==> src/verilog/corePkg.sv <==
`default_nettype none

package corePkg;

    localparam int xlen = 64;
    localparam int shamtW = $clog2(xlen);

    localparam logic [xlen-1:0] resetPc = 64'h0000_0000_8000_0000;
    localparam logic [31:0] ebreakInst = 32'h0010_0073; // full ebreak encoding

    typedef enum logic [3:0] {
        aluAdd,
        aluSub,
        aluXor,
        aluOr,
        aluAnd,
        aluSll,
        aluSrl,
        aluSlt,
        aluSltu,
        aluPassB, // lui
        aluMul,   // low 32 bits only
        aluDivu,  // low 32 bits only
        aluRem,   // low 32 bits, signed
        aluNone
    } aluOpE;

    typedef enum logic [1:0] {
        wbAlu,
        wbMem,
        wbPcPlus4,
        wbAluWord // low word of alu result, sign-extended
    } wbSelE;

    typedef enum logic [2:0] {
        fmtI,
        fmtS,
        fmtB,
        fmtU,
        fmtJ
    } immFmtE;

    typedef enum logic [6:0] {
        opLoad    = 7'b0000011,
        opOpImm   = 7'b0010011,
        opAuipc   = 7'b0010111,
        opOpImm32 = 7'b0011011,
        opStore   = 7'b0100011,
        opOp      = 7'b0110011,
        opLui     = 7'b0110111,
        opOp32    = 7'b0111011,
        opBranch  = 7'b1100011,
        opJalr    = 7'b1100111,
        opJal     = 7'b1101111,
        opSystem  = 7'b1110011
    } opcodeE;

    typedef struct packed {
        aluOpE       aluOp;
        logic        selA;         // 1 rs1, 0 pc
        logic        selB;         // 1 rs2, 0 imm
        logic        regWrite;
        wbSelE       wbSel;
        logic        memRead;
        logic [7:0]  memWriteMask; // unshifted byte mask
        logic [3:0]  loadBytes;    // 1, 2, 4 or 8
        logic        loadSigned;
        logic        jumpReg;      // jalr
        immFmtE      immFmt;
    } ctrlT;

endpackage

`default_nettype wire

==> src/verilog/instDecoder.sv <==
`timescale 1ns/10ps
`default_nettype none

module instDecoder (
    input  logic [31:0]               inst,
    input  logic [corePkg::xlen-1:0]  rs1Data,
    input  logic [corePkg::xlen-1:0]  rs2Data,
    output corePkg::ctrlT             ctrl,
    output logic                      branchTaken,
    output logic                      halt
);
    import corePkg::*;

    opcodeE opcode;
    logic [2:0] funct3;
    logic [6:0] funct7;

    assign opcode = opcodeE'(inst[6:0]);
    assign funct3 = inst[14:12];
    assign funct7 = inst[31:25];

    // imm forms ignore funct7 except for shifts
    function automatic aluOpE opAlu(input logic [2:0] f3, input logic [6:0] f7, input logic isImm);
        aluOpE op;
        logic plain;
        logic shiftOk;
        plain = isImm || (f7 == 7'h00);
        shiftOk = isImm ? (f7[6:1] == 6'h00) : (f7 == 7'h00);
        case (f3)
            3'b000: op = plain ? aluAdd : ((f7 == 7'h20) ? aluSub : aluNone);
            3'b001: op = shiftOk ? aluSll : aluNone;
            3'b010: op = plain ? aluSlt : aluNone;
            3'b011: op = plain ? aluSltu : aluNone;
            3'b100: op = plain ? aluXor : aluNone;
            3'b101: op = shiftOk ? aluSrl : aluNone; // no sra
            3'b110: op = plain ? aluOr : aluNone;
            default: op = plain ? aluAnd : aluNone;
        endcase
        return op;
    endfunction

    assign halt = (inst == ebreakInst);

    always_comb begin
        ctrl = '0;
        ctrl.aluOp = aluNone;
        ctrl.selA = 1'b1;
        ctrl.selB = 1'b1;
        ctrl.wbSel = wbAlu;
        ctrl.loadBytes = 4'd8;
        ctrl.immFmt = fmtI;
        branchTaken = 1'b0;
        case (opcode)
            opOp: begin
                ctrl.aluOp = opAlu(funct3, funct7, 1'b0);
                ctrl.regWrite = (ctrl.aluOp != aluNone);
            end
            opOpImm: begin
                ctrl.selB = 1'b0;
                ctrl.aluOp = opAlu(funct3, funct7, 1'b1);
                ctrl.regWrite = (ctrl.aluOp != aluNone);
            end
            opOp32: begin
                ctrl.wbSel = wbAluWord;
                case ({funct7, funct3})
                    {7'h00, 3'b000}: ctrl.aluOp = aluAdd;  // addw
                    {7'h01, 3'b000}: ctrl.aluOp = aluMul;  // mulw
                    {7'h01, 3'b101}: ctrl.aluOp = aluDivu; // divuw
                    {7'h01, 3'b110}: ctrl.aluOp = aluRem;  // remw
                    default: ctrl.aluOp = aluNone;
                endcase
                ctrl.regWrite = (ctrl.aluOp != aluNone);
            end
            opOpImm32: begin
                ctrl.selB = 1'b0;
                ctrl.wbSel = wbAluWord;
                ctrl.aluOp = (funct3 == 3'b000) ? aluAdd : aluNone; // addiw only
                ctrl.regWrite = (funct3 == 3'b000);
            end
            opLui: begin
                ctrl.selB = 1'b0;
                ctrl.immFmt = fmtU;
                ctrl.aluOp = aluPassB;
                ctrl.regWrite = 1'b1;
            end
            opAuipc: begin
                ctrl.selA = 1'b0;
                ctrl.selB = 1'b0;
                ctrl.immFmt = fmtU;
                ctrl.aluOp = aluAdd;
                ctrl.regWrite = 1'b1;
            end
            opJal: begin
                ctrl.selA = 1'b0; // alu forms pc + imm
                ctrl.selB = 1'b0;
                ctrl.immFmt = fmtJ;
                ctrl.aluOp = aluAdd;
                ctrl.wbSel = wbPcPlus4;
                ctrl.regWrite = 1'b1;
            end
            opJalr: begin
                ctrl.selB = 1'b0;
                ctrl.aluOp = aluAdd;
                ctrl.wbSel = (funct3 == 3'b000) ? wbPcPlus4 : wbAlu;
                ctrl.jumpReg = (funct3 == 3'b000);
                ctrl.regWrite = (funct3 == 3'b000);
            end
            opBranch: begin
                ctrl.selA = 1'b0;
                ctrl.selB = 1'b0;
                ctrl.immFmt = fmtB;
                ctrl.aluOp = aluAdd; // target address
                case (funct3)
                    3'b000: branchTaken = (rs1Data == rs2Data);
                    3'b001: branchTaken = (rs1Data != rs2Data);
                    3'b100: branchTaken = ($signed(rs1Data) < $signed(rs2Data));
                    3'b101: branchTaken = ($signed(rs1Data) >= $signed(rs2Data));
                    3'b110: branchTaken = (rs1Data < rs2Data);
                    3'b111: branchTaken = (rs1Data >= rs2Data);
                    default: branchTaken = 1'b0;
                endcase
            end
            opLoad: begin
                ctrl.selB = 1'b0;
                ctrl.aluOp = aluAdd;
                ctrl.wbSel = wbMem;
                ctrl.memRead = 1'b1;
                ctrl.regWrite = 1'b1;
                ctrl.loadSigned = !funct3[2];
                case (funct3)
                    3'b000, 3'b100: ctrl.loadBytes = 4'd1;
                    3'b001, 3'b101: ctrl.loadBytes = 4'd2;
                    3'b010: ctrl.loadBytes = 4'd4;
                    3'b011: ctrl.loadBytes = 4'd8;
                    default: begin
                        ctrl.memRead = 1'b0; // lwu and friends not supported
                        ctrl.regWrite = 1'b0;
                    end
                endcase
            end
            opStore: begin
                ctrl.selB = 1'b0;
                ctrl.immFmt = fmtS;
                ctrl.aluOp = aluAdd;
                case (funct3)
                    3'b000: ctrl.memWriteMask = 8'h01;
                    3'b001: ctrl.memWriteMask = 8'h03;
                    3'b010: ctrl.memWriteMask = 8'h0f;
                    3'b011: ctrl.memWriteMask = 8'hff;
                    default: ctrl.memWriteMask = 8'h00;
                endcase
            end
            default: ; // ebreak and unknown encodings do nothing
        endcase
    end

endmodule

`default_nettype wire

==> config.mk <==
export PLATFORM = sky130hd
export DESIGN_NAME = instDecoder
export DESIGN_NICKNAME = d
export VERILOG_FILES = /design/src/verilog/corePkg.sv /design/src/verilog/instDecoder.sv
export SDC_FILE = /design/constraint.sdc
export NUM_CORES = 1
export LEC_CHECK = 0
export BUFFER_PORTS_ARGS = -buffer_cell sky130_fd_sc_hd__clkbuf_2
export CORE_MARGIN = 4
export CORE_UTILIZATION = 30
export DETAILED_ROUTE_END_ITERATION = 10
export PLACE_DENSITY = 0.64
export SETUP_SLACK_MARGIN = 0.4
export SLEW_MARGIN = 20
export SYNTH_ARGS = -nofsm -noshare
export SYNTH_HDL_FRONTEND = slang
export SYNTH_SLANG_ARGS = --single-unit
==> constraint.sdc <==
create_clock -name vclk -period 7.9
set_input_delay 1.975 -clock vclk [all_inputs]
set_output_delay 1.975 -clock vclk [all_outputs]
set_load 0.01 [all_outputs]
Word-level counts from Yosys, hierarchy flattened
Cells that the tools add are included.
- bits of input ports: 160
- word-level logic and storage cells: 81
- flip-flop bits (word level): 0
- output and inout port bits: 29
- equal/unequal tests: 28
- muxes and demuxes: 34
- $lt $le $gt $ge: 4
- reduce and logical (&&, ||, !) cells: 15
- operators with widths (operator ; number):
    $ge A64 B64 Y1 ; 2
    $lt A64 B64 Y1 ; 2
    $eq A64 B64 Y1 ; 1
    $ne A64 B64 Y1 ; 1
    $mux W4 ; 14
    $pmux W4 S7 ; 2
    $eq A7 B6 Y1 const B ; 5
    $eq A32 B21 Y1 const B ; 1
    $pmux W8 S4 ; 1
    $eq A10 B4 Y1 const B ; 3
    $pmux W4 S6 ; 1
    $eq A7 B5 Y1 const B ; 3
    $eq A7 B7 Y1 const B ; 3
    $pmux W4 S4 ; 1
    $eq A3 B3 Y1 const B ; 4
    $ne A4 B4 Y1 const B ; 3
    $pmux W1 S6 ; 2
    $pmux W3 S4 ; 1
    $pmux W4 S3 ; 1
    $reduce_or A6 Y1 ; 2
    $logic_not A10 Y1 ; 1
    $reduce_or A2 Y1 ; 5
    $reduce_or A9 Y1 ; 1
    $mux W8 ; 1
    13 further kinds ; 20

Longest topological paths before layout
- depth in word-level cells: 7
- mapped depth: 9
- mapped depth without buffers: 9

Worst setup path before layout
OpenSTA, ideal clock, no wires.
- path type: input to output
- start: input rs2Data[37] in the netlist's numbering
- end: output branchTaken
- stages: 9
- path buffers: 0
- data arrival time: 3.830 ns
- path slack: 2.095 ns
- data required time: 5.925 ns
- path through: inv_1 -> ha_1 -> a21o_1 -> a21oi_2 -> o221ai_2 -> a211o_1 -> nor4_2 -> o311ai_1 -> a311oi_2
- word-level cells in the longest chain between the ends: 3
- elaborated cells between the ends (all ways): 8
- classes of those cells: order compare (4); eq/ne (2); mux (2)
- RTL lines (element ; RTL line ; source):
    from (decl) ; instDecoder.sv:7 ; input logic [corePkg::xlen-1:0] rs2Data,
    $ge A64 B64 Y1, or another cell as far along ; instDecoder.sv:119 ; 3'b111: branchTaken = (rs1Data >= rs2Data);
    $pmux W1 S6 (*) ; instDecoder.sv:113 ; case (funct3)
    $mux W1 (*) ; instDecoder.sv:53 ; case (opcode)
    to (decl) ; instDecoder.sv:9 ; output logic branchTaken,
Every way passes the cells marked *; elsewhere a longest branch is shown, timed or not.

Final worst setup path
- start: input rs2Data[38] in the netlist's numbering
- end: output branchTaken
Same word-level chain as after synthesis.

==> flow_summary.yaml <==
detailed_routing:
  drtIter0Drc: 57
  wire_per_inst_um: 13.06
  dr.pass1.iters: 5
  routed_wl_um: 8649
  antenna_left: 0
  viasPerCell: 5.038
  drc: 0
  vias: 3335
yosys:
  synth_warnings: 0
  synth_area_um2: 2534
  syn-num-nets: 608
  ys_top_cells_by_area: "ha_1 (32%), inv_1 (11%), a21oi_1 (6.5%)"
  ys_seq_area_share_pct: 0
  synth_top_cell_area_share_pct: 31.60
  yosysTopAreaCell: "ha_1"
  syn_area_per_cell_um2: 6.598
  post_synth_num_cell_types: 51
  synthCells: 384
clock_network:
  post-cts-setup-buffer-count: 0
  cts_hold_buf: 0
  postCtsResizedCells: 0
sta:
  fin_tns_setup_ns: 0
  max_freq_mhz: 156.0
  hold_slack_ns: 4.288
  rsz0062_at_grt: "false"
  max-slew-margin-rel_pct: 52.56
  worstMarginPinSlew_ns: 0.7062
  setup_viol: 0
  finalCritPeriodShare_pct: 81.13
  hold_viol_final: 0
  period_needed_ns: 6.410
  drv_slew: 0
setup_path:
  critPathRequiredTime_ns: 5.93
  startpoint: "rs2Data[38]"
  cp-start-kind: "input pin"
  crit_fanout: 3
  crit_type: "input pin to output pin"
  crit_path_end_kind: "output pin"
  crit_arrival_ns: 4.43
final_layout:
  stdcell_area_um2: 3535
  instances_no_fill: 662
  design.seq.count: 0
  syn_to_final_growth_pct: 39.51
  drive_gt1_share_pct: 36.45
  fillers: 862
  diodes: 0
  nNetsFinal: 783
  register_area_um2: 0
  clockBufferCount: 0
  multi_input_area_um2: 2187
pwr:
  ir_worst_vdd_v: 0.00002044
  power_density_nw_per_um2: 41.75
  power_w: 0.0001476
  power.leakage_nw: 2.067
floorplanning:
  num_rows: 33
  start_util_pct: 30.84
  coreArea_um2: 8217
  ios: 189
  die-area_um2: 9980
  die_h_um: 99.90
  die-width_um: 99.90
hold_path:
  min_from: "inst[11]"
  hp-class: "input pin to output pin"
global_route:
  overflow: 0
  grt_start_max_net_pins: 22
  grt.total_usage_pct: 16.34
  grt_pass1_vias: 3175
  antenna_found_initial: 0
  grt_pass1_wl_um: 14010
placed_design:
  dp.cells: 662
  dp_hpwl_um: 7968
  placed_area_um2: 3535
  place_congestion: 0.8789
  io_buffers: 189
job:
  max-cap-violations: 0
status:
  outcome: "finished clean"
-- critical path, stage by stage --
cell and delay [ns]:
clkbuf_2 0.08, inv_1 0.03, ha_1 0.29, nand4_1 0.14, nor3_1 0.54, nand4_1 0.25
a31oi_1 0.30, nor4_2 0.10, a211o_1 0.29, a311oi_2 0.22, clkbuf_2 0.20
-- per-stage QoR --
| step | utilization [%] | worst slack, ns |
|---|---|---|
| final | 43.02 | 1.491 |
| after global routing | 43.02 | 1.359 |
| after CTS | 43.02 | 1.489 |
| after detailed placement | 43.02 | 1.512 |
| after global placement | 43.02 | 1.502 |
| after floorplan | - | 2.095 |
-- cell usage after synthesis (3+ instances only) --
cell      count
a22oi_1       3
o21a_1        4
nand4_1      16
nor3_1       13
nor4_1        4
nor2b_1       3
nor4b_1       3
inv_1        72
nand2b_1      7
nor2_1       24
o21ai_0      19
clkbuf_1     10
o22ai_1       4
nor4_2        4
nand3_1       9
a21oi_1      33
ha_1         64
a41o_1        3
nand2_1      38
buf_4         4
a31oi_1       4
-- area by class of cell --
class | instances | area share [%]
multi-input combinational | 296 | 61.88
timing repair buffer | 189 | 26.76
inverter | 72 | 7.646
tap | 105 | 3.717
-- cells in the final DEF, fill, tap and decap left out, drive strengths merged, types with 2 or more instances in the layout --
master   count
o311ai       3
a21o         2
a32oi        2
a21oi       34
nor2        24
a41o         3
nand4       18
mux2i        2
a221oi       2
a2bb2oi      2
nor4b        4
and2         2
nor3        15
nor4         8
a22oi        3
o21ai       19
o22ai        4
nand3        9
o211ai       2
nand2b       7
inv         72
nand2       38
xnor2        2
o21a         4
a31oi        4
ha          64
clkbuf     189
a211o        2
nor2b        3
or4          3
-- kinds of logic after synthesis --
family | Yosys count | synth area share, %
xor+xnor | 2 | 0.6915
fa+ha+maj | 64 | 31.61
mux | 2 | 0.7902
simple gates | 135 | 29.28
compound gates | 93 | 23.95
buf+inv | 88 | 13.68
-- routing by layer --
metal  GRT usage [%]  share of wire, %  vias to the layer above
li1                -                 -                     1727
met1           21.49                43                     1475
met2           30.12                50                      127
met3           1.251               6.8                        6
met4           1.366              0.92                        0
met5               0                 0                        -
-- report_power, final --
part	leakage [nW]	internal, W	switching (W)
Clock	0	0	0
Combinational	2.07	0.0000713	0.0000763
Sequential	0	0	0
Total	2.07	0.0000713	0.0000763
-- worst paths after layout --
kind,endpoint,slack (ns),depth (start not counted)
max,branchTaken,1.49,11
min,halt,4.29,5
Power figures use the tool's default switching activity.
