<file path="config.mk">
export PLATFORM = sky130hd
export DESIGN_NAME = immGen
export DESIGN_NICKNAME = d
export VERILOG_FILES = /design/src/verilog/corePkg.sv /design/src/verilog/immGen.sv
export SDC_FILE = /design/constraint.sdc
export NUM_CORES = 1
export LEC_CHECK = 0
export BUFFER_PORTS_ARGS = -buffer_cell sky130_fd_sc_hd__buf_2
export CAP_MARGIN = 20
export CORE_UTILIZATION = 34
export DETAILED_ROUTE_END_ITERATION = 10
export GPL_TIMING_DRIVEN = 0
export PLACE_DENSITY = 0.86
export SYNTH_ARGS = -nofsm -noshare
export SYNTH_HDL_FRONTEND = slang
export SYNTH_SLANG_ARGS = --single-unit
</file>
<file path="constraint.sdc">
create_clock -name vclk -period 1.6
set_input_delay 0.16 -clock vclk [all_inputs]
set_output_delay 0.16 -clock vclk [all_outputs]
set_load 0.03 [all_outputs]
</file>
<file path="src/verilog/corePkg.sv">
`default_nettype none

package corePkg;

    localparam int xlen = 64;
    localparam int shamtW = $clog2(xlen);

    localparam logic [xlen-1:0] resetPc = 64'h0000_0000_8000_0000;
    localparam logic [31:0] ebreakInst = 32'h0010_0073; // full ebreak encoding

    typedef enum logic [3:0] {
        aluAdd,
        aluSub,
        aluXor,
        aluOr,
        aluAnd,
        aluSll,
        aluSrl,
        aluSlt,
        aluSltu,
        aluPassB, // lui
        aluMul,   // low 32 bits only
        aluDivu,  // low 32 bits only
        aluRem,   // low 32 bits, signed
        aluNone
    } aluOpE;

    typedef enum logic [1:0] {
        wbAlu,
        wbMem,
        wbPcPlus4,
        wbAluWord // low word of alu result, sign-extended
    } wbSelE;

    typedef enum logic [2:0] {
        fmtI,
        fmtS,
        fmtB,
        fmtU,
        fmtJ
    } immFmtE;

    typedef enum logic [6:0] {
        opLoad    = 7'b0000011,
        opOpImm   = 7'b0010011,
        opAuipc   = 7'b0010111,
        opOpImm32 = 7'b0011011,
        opStore   = 7'b0100011,
        opOp      = 7'b0110011,
        opLui     = 7'b0110111,
        opOp32    = 7'b0111011,
        opBranch  = 7'b1100011,
        opJalr    = 7'b1100111,
        opJal     = 7'b1101111,
        opSystem  = 7'b1110011
    } opcodeE;

    typedef struct packed {
        aluOpE       aluOp;
        logic        selA;         // 1 rs1, 0 pc
        logic        selB;         // 1 rs2, 0 imm
        logic        regWrite;
        wbSelE       wbSel;
        logic        memRead;
        logic [7:0]  memWriteMask; // unshifted byte mask
        logic [3:0]  loadBytes;    // 1, 2, 4 or 8
        logic        loadSigned;
        logic        jumpReg;      // jalr
        immFmtE      immFmt;
    } ctrlT;

endpackage

`default_nettype wire

</file>
<file path="src/verilog/immGen.sv">
`timescale 1ns/10ps
`default_nettype none

module immGen (
    input  logic [31:0]               inst,
    input  corePkg::immFmtE           immFmt,
    output logic [corePkg::xlen-1:0]  imm
);
    import corePkg::*;

    logic sign;

    assign sign = inst[31];

    always_comb begin
        case (immFmt)
            fmtI: imm = {{(xlen-12){sign}}, inst[31:20]};
            fmtS: imm = {{(xlen-12){sign}}, inst[31:25], inst[11:7]};
            fmtB: begin
                imm = {{(xlen-13){sign}}, inst[31], inst[7], inst[30:25], inst[11:8], 1'b0};
            end
            fmtU: imm = {{(xlen-32){sign}}, inst[31:12], 12'h000};
            fmtJ: begin
                imm = {{(xlen-21){sign}}, inst[31], inst[19:12], inst[20], inst[30:21], 1'b0};
            end
            default: imm = '0;
        endcase
    end

endmodule

`default_nettype wire

</file>
# Yosys cells after proc, flatten, opt, wreduce, memory -nomap -nowiden
# Cells that the tools add are included.
[classes]
n_addsub = 0
multipliers = 0
div = 0
order_cmp = 0
eq_ne = 4
shift = 0
mux = 1
bitwise_logic = 0
n_reduce_logical = 1
[ops]
columns = ["operator", "count"]
rows = [
  ["case mux 64 bit (5 select lines)", 1],
  ["equality test 3 x 2 -> 1 bit (second input constant)", 2],
  ["equality test 3 x 1 -> 1 bit (second input constant)", 1],
  ["equality test 3 bit (second input constant)", 1],
  ["zero test 3 bit", 1],
]
[word_totals]
reg_bits = 0
latchBits = 0
ram_bits = 0
romBits = 0
output_inout_bits = 64
wordCells = 6
mem_count = 0

# Longest topological paths before layout
# Gate-level depths: netlist of the first run.
[depth]
ltp_word = 2
mapped_depth = 5
ltp_nobuf = 3

# Least setup slack after synthesis of the first run
# OpenSTA, ideal clock, no wires.
[synth_timing]
path_kind = "in2out"
from = "input port immFmt[0]"
to = "output port imm[32] (netlist bit)"
arrival_ns = 1.575
path_slack_ns = -0.135
stages = 4
path_cell_list = "buf_2 -> o21ai_0 -> and2_1 -> buf_4"
[synth_between]
elab_chain_cells = 2
[synth_lines]
columns = ["element", "line_no", "text"]
rows = [
  ["start, declared", "immGen.sv:6", "input corePkg::immFmtE immFmt,"],
  ["equality test 3 bit, or another cell as far along", "immGen.sv:16", "case (immFmt)"],
  ["case mux 64 bit (5 select lines) *", "immGen.sv:16", ""],
  ["end, declared", "immGen.sv:7", "output logic [corePkg::xlen-1:0] imm"],
]
# Mark *: on every way between the ends. The rest lies on a longest branch, timed or not.

# Final worst setup path of the first run
[layout_timing]
from = "input port immFmt[0]"
to = "output port imm[60] (netlist bit)"
# Same word-level chain as after synthesis.

==> results.md, run 1 <==
Synth:
- Synthesis instantiated 21 different standard cells from the library.
- The area of the mapped netlist is slightly below 800 sq um.
- The share of Yosys cell area claimed by the top area cell type is between 30% and 40%.
- The post-synthesis cell count is 126.
- The biggest area consumer among synthesized cells is buf_4.
- The synthesized area divided by synthesized cell count is 6.20 sq um.
- Yosys printed 0 warnings.
- The post-synthesis sequential area ratio is 0%.
- The number of nets handed over by synthesis was approximately 160.
- Ranked by total cell area, the synthesized netlist is headed by buf_4 31%, a21oi_1 11%, nand2_1 11%, o22ai_1 9.6%, mux2_2 5.8%.

GRT:
- The met3 demand-to-capacity share in global routing is 1.85%.
- met2 is the most crowded layer.
- Entering global routing, the biggest net connects 34 pins.
- The global-route wire length before repair is ~3500 um.
- The met2 usage in global routing is 33.3%.
- The number of antenna violations at the first check in global routing was 0.
- The total global-route track usage is roughly 17%.
- Summed over all layers, the global routing overflow is 0.
- The via count of the first global-routing pass is 870.
- Global routing consumed, on the met1 layer, 19.4% of the routing resources.

Final layout:
- The post-layout net count is approximately 250.
- The share of the core filled with cells is 61.5%.
- Leaving out fill and tap cells, the most frequent cell in the layout is buf_2.
- In the finished layout, the clock tree contains a buffer count of 0.
- The share of post-route cells with drive strength above 1 is between 60% and 70%.
- The final layout contains a sequential cell count of 0.
- The multi-input combinational cell area is about 460 sq um.
- In the final layout, flip-flops and latches occupy 0 sq um.
- The filler cell count in the final layout is roughly 200.
- The area growth from synthesis to final layout is 62.3%.
- Leaving out fill and tap cells, the most frequent cells in the layout are 94 x buf_2, 32 x buf_4, 22 x nand2_1.
- 0 antenna diodes ended up in the layout.

Route:
- The final layout contains routed wiring with a total length of between 2000 and 2500 um.
- The detailed router finished its first iteration with 17 violations.
- The first detailed-routing pass ran for 5 iterations.
- The via total after detailed routing is 1064.
- In the routed layout, each cell is associated on average with a via count of 4.38.
- For this run, design rule violations remaining after detail routing come to 0.
- The number of nets still failing antenna checks after routing is 0.
- The routed length per placed instance is 9.33 um.

Floorplan:
- The total die area is 2490 sq um.
- The overall die height is about 50 um.
- The region available for standard cell placement spans 2060 sq um.
- Measured along the x axis, the die boundary spans about 50 um.
- For this configuration, the core starts out at a cell density of 37.9%.
- The site row count is 16.
- 99 I/O pins were placed.

Timing:
- The final-report max-slew violation count is 0.
- Measured against its own limit, the worst slew margin works out to a little under three quarters.
- The number of endpoints with negative hold slack in the final report is 0.
- The upper clock frequency limit is between 0.6 and 0.7 GHz.
- After routing, the total negative slack on setup checks comes to 0 ps.
- Setup repair after global routing left no endpoint under its margin.
- The slew at the pin with the worst max-slew slack is roughly 420 ps.
- The fraction of the cycle the final worst path needs is 92.4%.
- The clock period could shrink to between 1000 and 1500 ps.
- Setup violations remaining at the end of the flow were counted as 0.

Worst setup path:
- The arrival time at the worst endpoint is roughly 1300 ps.
- Along the worst path, the maximum fanout reaches 33.
- STA classifies the critical path endpoint as a primary output.
- The critical setup path kind is in2out.
- STA puts the critical path data required time at around 1400 ps.
- The worst setup path is launched from an input port.

Run:
- The number of max-cap violations is 0.

Place:
- The global placement routability congestion is slightly below 0.8.
- The port buffer count is 90.
- The total half-perimeter wirelength after legalization and detailed placement is around 1800 um.

Power and ir drop:
- Total power for the finished layout comes to 0.615 mW.
- For this design the static power due to leakage is between 0.8 and 0.9 nW.
- The worst vdd rail ir drop is about 340 uV.
- Power spread over the standard cell area amounts to slightly below 500 nW/um^2.

Worst hold path:
- The worst hold path belongs to the class in2out.

Run status:
- The run finished with clean final reports.
## through the flow
stage | instance area (sq um) | std cells | worst slack [ps] | hold WS (ps)
after floorplan | 782 | 126 | 123 | 527
after global routing | 1270 | 243 | 36.7 | 678
after CTS | 1270 | 243 | 114 | 666
after detailed placement | 1270 | 243 | -40.6 | 665
after global placement | 1270 | 243 | -4.24 | 663
final | 1270 | 243 | 122 | 662
## per-layer routing
metal,wire length (um),vias to the layer above
li1,-,564
met1,954,440
met2,1110,60
met3,202,0
met4,0,0
met5,0,-
## layout make-up
class / instances / share of cell area [%]
buffer: 43 / 24.4
inverter: 5 / 1.48
tap: 27 / 2.67
timing repair buffer: 90 / 35.5
multi-input combinational: 78 / 35.9
## timing repair
| item | in CTS | in global routing |
|---|---|---|
| gates resized for setup | 1 | 0 |
| endpoints found under the setup margin | 32 | 0 |
| hold buffers | 0 | 0 |
| setup buffers | 0 | 0 |
## synth_stat cells (2+ instances only)
library cell and n:
and2b_1 2, mux2_2 4, nor2b_1 7, buf_4 32
inv_1 5, nand2b_1 5, buf_6 3, a21oi_1 17
o22ai_1 12, nand2_1 22, buf_2 4, clkbuf_1 4
## path summary, 6_finish.rpt
check             cells after the start  startpoint       to
hold / removal                        3   immFmt[1]   imm[0]
setup / recovery                      6   immFmt[0]  imm[60]
## worst max-delay path, stage by stage
cell,delay (ps)
buf_2,110
buf_2,180
o21ai_0,160
and2_4,350
buf_4,170
buf_2,180
## kinds of logic after synthesis
| family | Yosys count | share of synthesized area, % |
|---|---|---|
| AOI/OAI and AO/OA | 31 | 22.3 |
| adders and majority gates | 1 | 1.44 |
| buffers and inverters | 48 | 42.0 |
| muxes | 5 | 7.05 |
| and+or+nand+nor | 41 | 27.2 |
## power breakdown
part	switching, mW	internal (mW)
Clock	0	0
Sequential	0	0
Combinational	0.389	0.226
(Power assumes the default switching activity.)
==> run 2, diff against run 1 <==
--- a/config.mk
+++ b/config.mk
@@ -11,6 +11,7 @@
 export DETAILED_ROUTE_END_ITERATION = 10
 export GPL_TIMING_DRIVEN = 0
 export PLACE_DENSITY = 0.86
+export RECOVER_POWER = 100
 export SYNTH_ARGS = -nofsm -noshare
 export SYNTH_HDL_FRONTEND = slang
 export SYNTH_SLANG_ARGS = --single-unit
==> run 2 against run 1 <==
Effect of this change: non-clock buffer count did not move; count of clock-buffer cells in the layout did not move; worst hold slack improved by 17 ps; highest routed layer unchanged; critical endpoint unchanged; cell count did not move; global-route usage did not move; combinational power fell by 0.7%; via count fell by 0.19%.
==> results.md, run 2 (same netlist as run 1, synthesis figures left out) <==
Worst setup path:
- The arrival time at the worst endpoint was 1330 ps (about the same).
- The worst setup path is captured at a primary output.
- The path length in cells of the critical path is 6 (unchanged).
- The sum of buffers and inverters on the critical path is 4 (unchanged).
- The critical setup path kind is in2out.
- The largest individual stage delay along the critical path comes from the cell and2_4.
- The maximum single-stage delay on the critical path is 350 ps (about the same).
- STA classifies the critical path startpoint as an input port.
- Among the stages of the critical path, the cell type that occurs most often is buf_2.
- The cell class contributing the biggest share of worst-path delay is buffers and inverters.
- The critical path data required time is 1440 ps (about the same).
- The top fanout value on the critical path is 33 (unchanged).
- Traced cell by cell, the critical path runs through buf_2, buf_2, o21ai_0, and2_4, buf_4, clkbuf_2.

Route:
- The via total after detailed routing is 1062 (-0.19%).
- The number of nets still failing antenna checks after routing is 0 (unchanged).
- The total iterations of the first detailed-routing run was 4 (-1).
- The ratio of routed vias to standard cells was 4.37 (-0.19%).
- The DRC marker count from the first detailed-route iteration is 22 (+5).
- The total DRC errors in the routed layout is 0 (unchanged).
- The final routed wirelength across all metal layers is 2230 um (-1.6%).
- The routed length per placed instance is 9.17 um (-1.6%).

Worst hold path:
- The hold-critical path depth is 4 (+1).
- In this run the worst hold path is classified as in2out.
- The source of the worst hold timing path is inst[28].
- For hold timing, the worst endpoint is imm[28].

Floorplan:
- The total I/O pin count was 99 (unchanged).
- The total die area is 2490 sq um (unchanged).
- The overall die height is 49.9 um (unchanged).
- The horizontal die dimension came to 49.9 um (unchanged).
- The site row count came to 16 (unchanged).
- The initial core utilization is 37.9% (unchanged).
- The area of the core region is 2060 sq um (unchanged).

Power and ir drop:
- The cell area power density is 487 nW/um^2 (+0.43%).
- The leakage component of the power is 0.766 nW (-6.4%).
- The sum of internal, switching and leakage power is 0.611 mW (-0.66%).
- The worst vdd rail ir drop is 333 uV (-1.3%).

GRT:
- The maximum number of pins on one net before global-route repair is 34 (unchanged).
- The total global-route track usage is 16.6% (unchanged).
- The number of antenna violations at the first check in global routing was 0 (unchanged).
- The global-route wire length before repair is 3460 um (unchanged).
- The via count of the first global-routing pass is 870 (unchanged).
- The global route total overflow came to 0 (unchanged).

Final layout:
- The sequential cell count came to 0 (unchanged).
- The count of antenna diodes in the layout was 0 (unchanged).
- In the layout the commonest cells are 52 x clkbuf_2, 32 x buf_4, 31 x buf_2.
- The share of the core filled with cells is 60.8% (-0.67 points).
- The post-layout net count is 253 (unchanged).
- The area occupied by registers is 0 sq um (unchanged).
- The number of clock buffer instances in the layout is 0 (unchanged).
- From synthesis to final layout, the design area changed by 60.6%.
- The share of post-route cells with drive strength above 1 is 57.9% (-5.1 points).
- The summed area of non-filler cells in the final layout is 1250 sq um (-1.1%).
- The number of standard cells in the layout, taps in and fillers out is 243 (unchanged).
- The library cell used most frequently in the layout, excluding fill and tap cells, is clkbuf_2.

Timing:
- The final-report max-slew violation count came to 0 (unchanged).
- The upper clock frequency limit is 0.672 GHz (-0.74%).
- The final count of negative-setup-slack endpoints is 0 (unchanged).
- The minimum clock period is 1490 ps (+11.1 ps).
- The worst slew margin relative to its limit is 72.1% (+0.22 points).
- The number of endpoints with negative hold slack in the final report came to 0 (unchanged).
- The fraction of the cycle the final worst path needs is 93.1% (+0.69 points).
- The slew at the pin with the worst max-slew slack is 418 ps (-3.36 ps).
- Setup repair after global routing left no endpoint under its margin.

Place:
- The count of placed standard cells including taps is 243 (unchanged).
- The placed standard-cell area came to 1270 sq um (unchanged).
- The global placement routability congestion was 0.790 (unchanged).
- The total half-perimeter wirelength after legalization and detailed placement came to 1830 um (unchanged).
- The port buffer count is 90 (unchanged).

Run status:
- The flow ran to the end, and the final reports show no timing, DRC or antenna violations.

Run:
- The number of max-cap violations is 0 (unchanged).

Clocking:
- The setup fix buffers added after clock tree synthesis came to 0 (unchanged).
run 2: where the power goes:
part           total [mW]  switching (mW)  internal, mW
Clock                   0               0             0
Sequential              0               0             0
Combinational       0.611           0.393         0.218
run 2: worst max-delay path by stage:
| stage | startpoint | endpoint | slack [ps] |
|---|---|---|---|
| 5_1_grt | immFmt[0] | imm[49] | 30 |
| 6_report | immFmt[0] | imm[60] | 110 |
| 2_1_floorplan | immFmt[0] | imm[11] | 120 |
| 3_5_place_dp | immFmt[0] | imm[60] | -40 |
| 4_1_cts | immFmt[0] | imm[60] | 110 |
| 3_3_place_gp | immFmt[0] | imm[61] | -4 |
run 2: layout make-up:
class,instances,area [sq um]
Buffer,43,309
Fill cell,203,808
Inverter,5,18.8
Multi-Input combinational cell,78,455
Tap cell,27,33.8
Timing Repair Buffer,90,437
run 2: stage by stage:
stage                     hold WS (ps)  worst slack [ps]  TNS (ps)
final                              680               111         0
after global routing               701              25.4         0
after CTS                          666               114         0
after detailed placement           665             -40.6     -1020
after global placement             663             -4.24     -64.7
after floorplan                    527               123         0
run 2: metal layers:
layer  share of wire (%)  track usage [%]
met5                   0                0
met4                   0                0
met3                 9.3             1.85
met2                  50             33.3
met1                  41             19.4
run 2: repair_timing:
action,in CTS,in global routing
hold buffers,0,0
endpoints found under the setup margin,32,0
resized for setup,1,0
==> run 3, diff against run 2 <==
--- a/config.mk
+++ b/config.mk
@@ -7,10 +7,13 @@
 export LEC_CHECK = 0
 export BUFFER_PORTS_ARGS = -buffer_cell sky130_fd_sc_hd__buf_2
 export CAP_MARGIN = 20
-export CORE_UTILIZATION = 34
+export CELL_PAD_IN_SITES_DETAIL_PLACEMENT = 1
+export CELL_PAD_IN_SITES_GLOBAL_PLACEMENT = 1
+export CORE_MARGIN = 2
+export CORE_UTILIZATION = 20
 export DETAILED_ROUTE_END_ITERATION = 10
 export GPL_TIMING_DRIVEN = 0
-export PLACE_DENSITY = 0.86
+export PLACE_DENSITY = 0.87
 export RECOVER_POWER = 100
 export SYNTH_ARGS = -nofsm -noshare
 export SYNTH_HDL_FRONTEND = slang
==> run 3 against run 2 <==
Effect of this change: count of clock-buffer cells in the layout unchanged; worst hold slack worse by 26 ps; fmax increased by 1.4%; largest power group unchanged; worst setup slack better by 21 ps; utilization decreased by 26 points; via count rose by 5.1%; non-clock buffer count is the same.
==> results.md, run 3 (same netlist as run 1, synthesis figures left out) <==
Route:
- The DRC marker count from the first detailed-route iteration came to 21 (-4.5%).
- The total DRC errors in the routed layout is 0 (unchanged).
- The ratio of routed vias to standard cells came to 4.23 (-3.3%).
- The routed length per placed instance was 10.8 um (+17%).
- The final routed wirelength across all metal layers came to 2840 um (+27%).
- The via total after detailed routing is 1116 (+5.1%).
- The total iterations of the first detailed-routing run is 3 (-1).
- The number of nets still failing antenna checks after routing is 0 (unchanged).

Place:
- The total half-perimeter wirelength after legalization and detailed placement is 2370 um (+30%).
- The placed standard-cell area is 1290 sq um (+2.1%).
- The port buffer count was 90 (unchanged).
- The global placement routability congestion came to 0.692 (-13%).

GRT:
- The global route total overflow is 0 (unchanged).
- The via count of the first global-routing pass came to 942 (+8.3%).
- The number of antenna violations at the first check in global routing is 0 (unchanged).
- The global-route wire length before repair is 4270 um (+24%).
- The total global-route track usage was 11.4% (-5.2 points).
- The maximum number of pins on one net before global-route repair is 34 (unchanged).

Worst setup path:
- The critical path data required time is 1440 ps (about the same).
- The library cell contributing the largest single delay on the critical path is buf_2.
- The top fanout value on the critical path is 10 (-70%).
- The most frequent cell on the critical path is buf_2.
- The worst setup path is launched from an input port.
- Walking the worst path, the cells encountered are buf_2, buf_2, and2_0, buf_2, a21oi_1, o22ai_1, buf_2.
- The critical path capture point type is a primary output.
- The maximum single-stage delay on the critical path is 230 ps (-120 ps).
- The arrival time at the worst endpoint is 1310 ps (-20 ps).
- The worst setup path is of the in2out kind.

Timing:
- The upper clock frequency limit is 0.681 GHz (+1.4%).
- The number of endpoints with negative hold slack in the final report came to 0 (unchanged).
- The slew at the pin with the worst max-slew slack is 473 ps (+54.8 ps).
- Setup repair after global routing left no endpoint under its margin.
- The worst slew margin relative to its limit was 68.4% (-3.7 points).
- The final count of negative-setup-slack endpoints was 0 (unchanged).
- The final-report max-slew violation count was 0 (unchanged).
- The fraction of the cycle the final worst path needs came to 91.7% (-1.3 points).
- The minimum clock period is 1470 ps (-20.9 ps).

Floorplan:
- The initial core utilization is 21.0% (-17 points).
- The overall die height was 66.5 um (+33%).
- The area of the core region came to 3720 sq um (+80%).
- The site row count is 22 (+6).
- The horizontal die dimension is 66.5 um (+33%).
- The total die area is 4420 sq um (+77%).
- The total I/O pin count is 99 (unchanged).

Final layout:
- The area occupied by registers is 0 sq um (unchanged).
- The summed area of non-filler cells in the final layout is 1280 sq um (+2.3%).
- In the layout the commonest cells are 53 x clkbuf_2, 32 x buf_2, 32 x buf_4.
- The count of antenna diodes in the layout is 0 (unchanged).
- The post-layout net count was 253 (unchanged).
- The share of post-route cells with drive strength above 1 is 58.8% (+0.93 points).
- The number of clock buffer instances in the layout was 0 (unchanged).
- The sequential cell count is 0 (unchanged).
- The leading cell type in the layout, fill and taps excluded is clkbuf_2.
- The multi-input combinational cell area is 455 sq um (unchanged).
- The filler cell count in the final layout is 532 (+160%).
- The area growth from synthesis to final layout is 64.3%.

Run:
- The number of max-cap violations is 0 (unchanged).

Power and ir drop:
- The worst vdd rail ir drop is 123 uV (-63%).
- The sum of internal, switching and leakage power is 0.618 mW (+1.2%).
- The leakage component of the power is 0.773 nW (+0.92%).
- The cell area power density is 482 nW/um^2 (-1.1%).

Clocking:
- The number of buffers added to fix hold violations after cts is 0 (unchanged).

Worst hold path:
- The min-delay analysis places its worst path in the category in2out.

Run status:
- The run finished with clean final reports.
run 3: area by class of cell:
class,count,area share [%]
inverters,5,1.46
multi-input cells,78,35.5
plain buffers,43,24.1
well taps,48,4.68
repair buffers,90,34.2
run 3: worst paths after layout:
check                      from      end  slack [ps]  cells past startpoint
worst max-delay path  immFmt[0]  imm[17]         130                      7
worst min-delay path  immFmt[1]   imm[0]         650                      3
run 3: worst max-delay path, delay by kind of cell:
| family | cells | cell delay (ps) |
|---|---|---|
| compound gates | 2 | 280 |
| buf+inv | 4 | 720 |
| simple gates | 1 | 140 |
run 3: routing by layer:
metal	GRT usage (%)	part of all wire, %
met5	0	0
met4	0	0
met3	1.01	8.5
met2	22.5	50
met1	14.1	41
run 3: metrics by stage:
stage	setup WS [ps]	hold slack (ps)	util, %	TNS (ps)	instances
4_1_cts	76.3	657	34.8	0	264
5_1_grt	23.7	676	34.5	0	264
6_report	132	654	34.5	0	264
3_3_place_gp	-54.3	657	34.8	-1650	264
2_1_floorplan	123	527	-	0	126
3_5_place_dp	-93.9	655	34.8	-2530	264
run 3: report_power, final:
| part | switching [mW] | internal (mW) | total [mW] |
|---|---|---|---|
| registers | 0 | 0 | 0 |
| logic | 0.399 | 0.219 | 0.618 |
| clock network | 0 | 0 | 0 |
| total | 0.399 | 0.219 | 0.618 |
run 3: what timing repair did:
| action | in CTS | in global routing |
|---|---|---|
| buffers inserted | 0 | 0 |
| setup endpoints to repair | 32 | 25 |
| gates resized for setup | 1 | 1 |
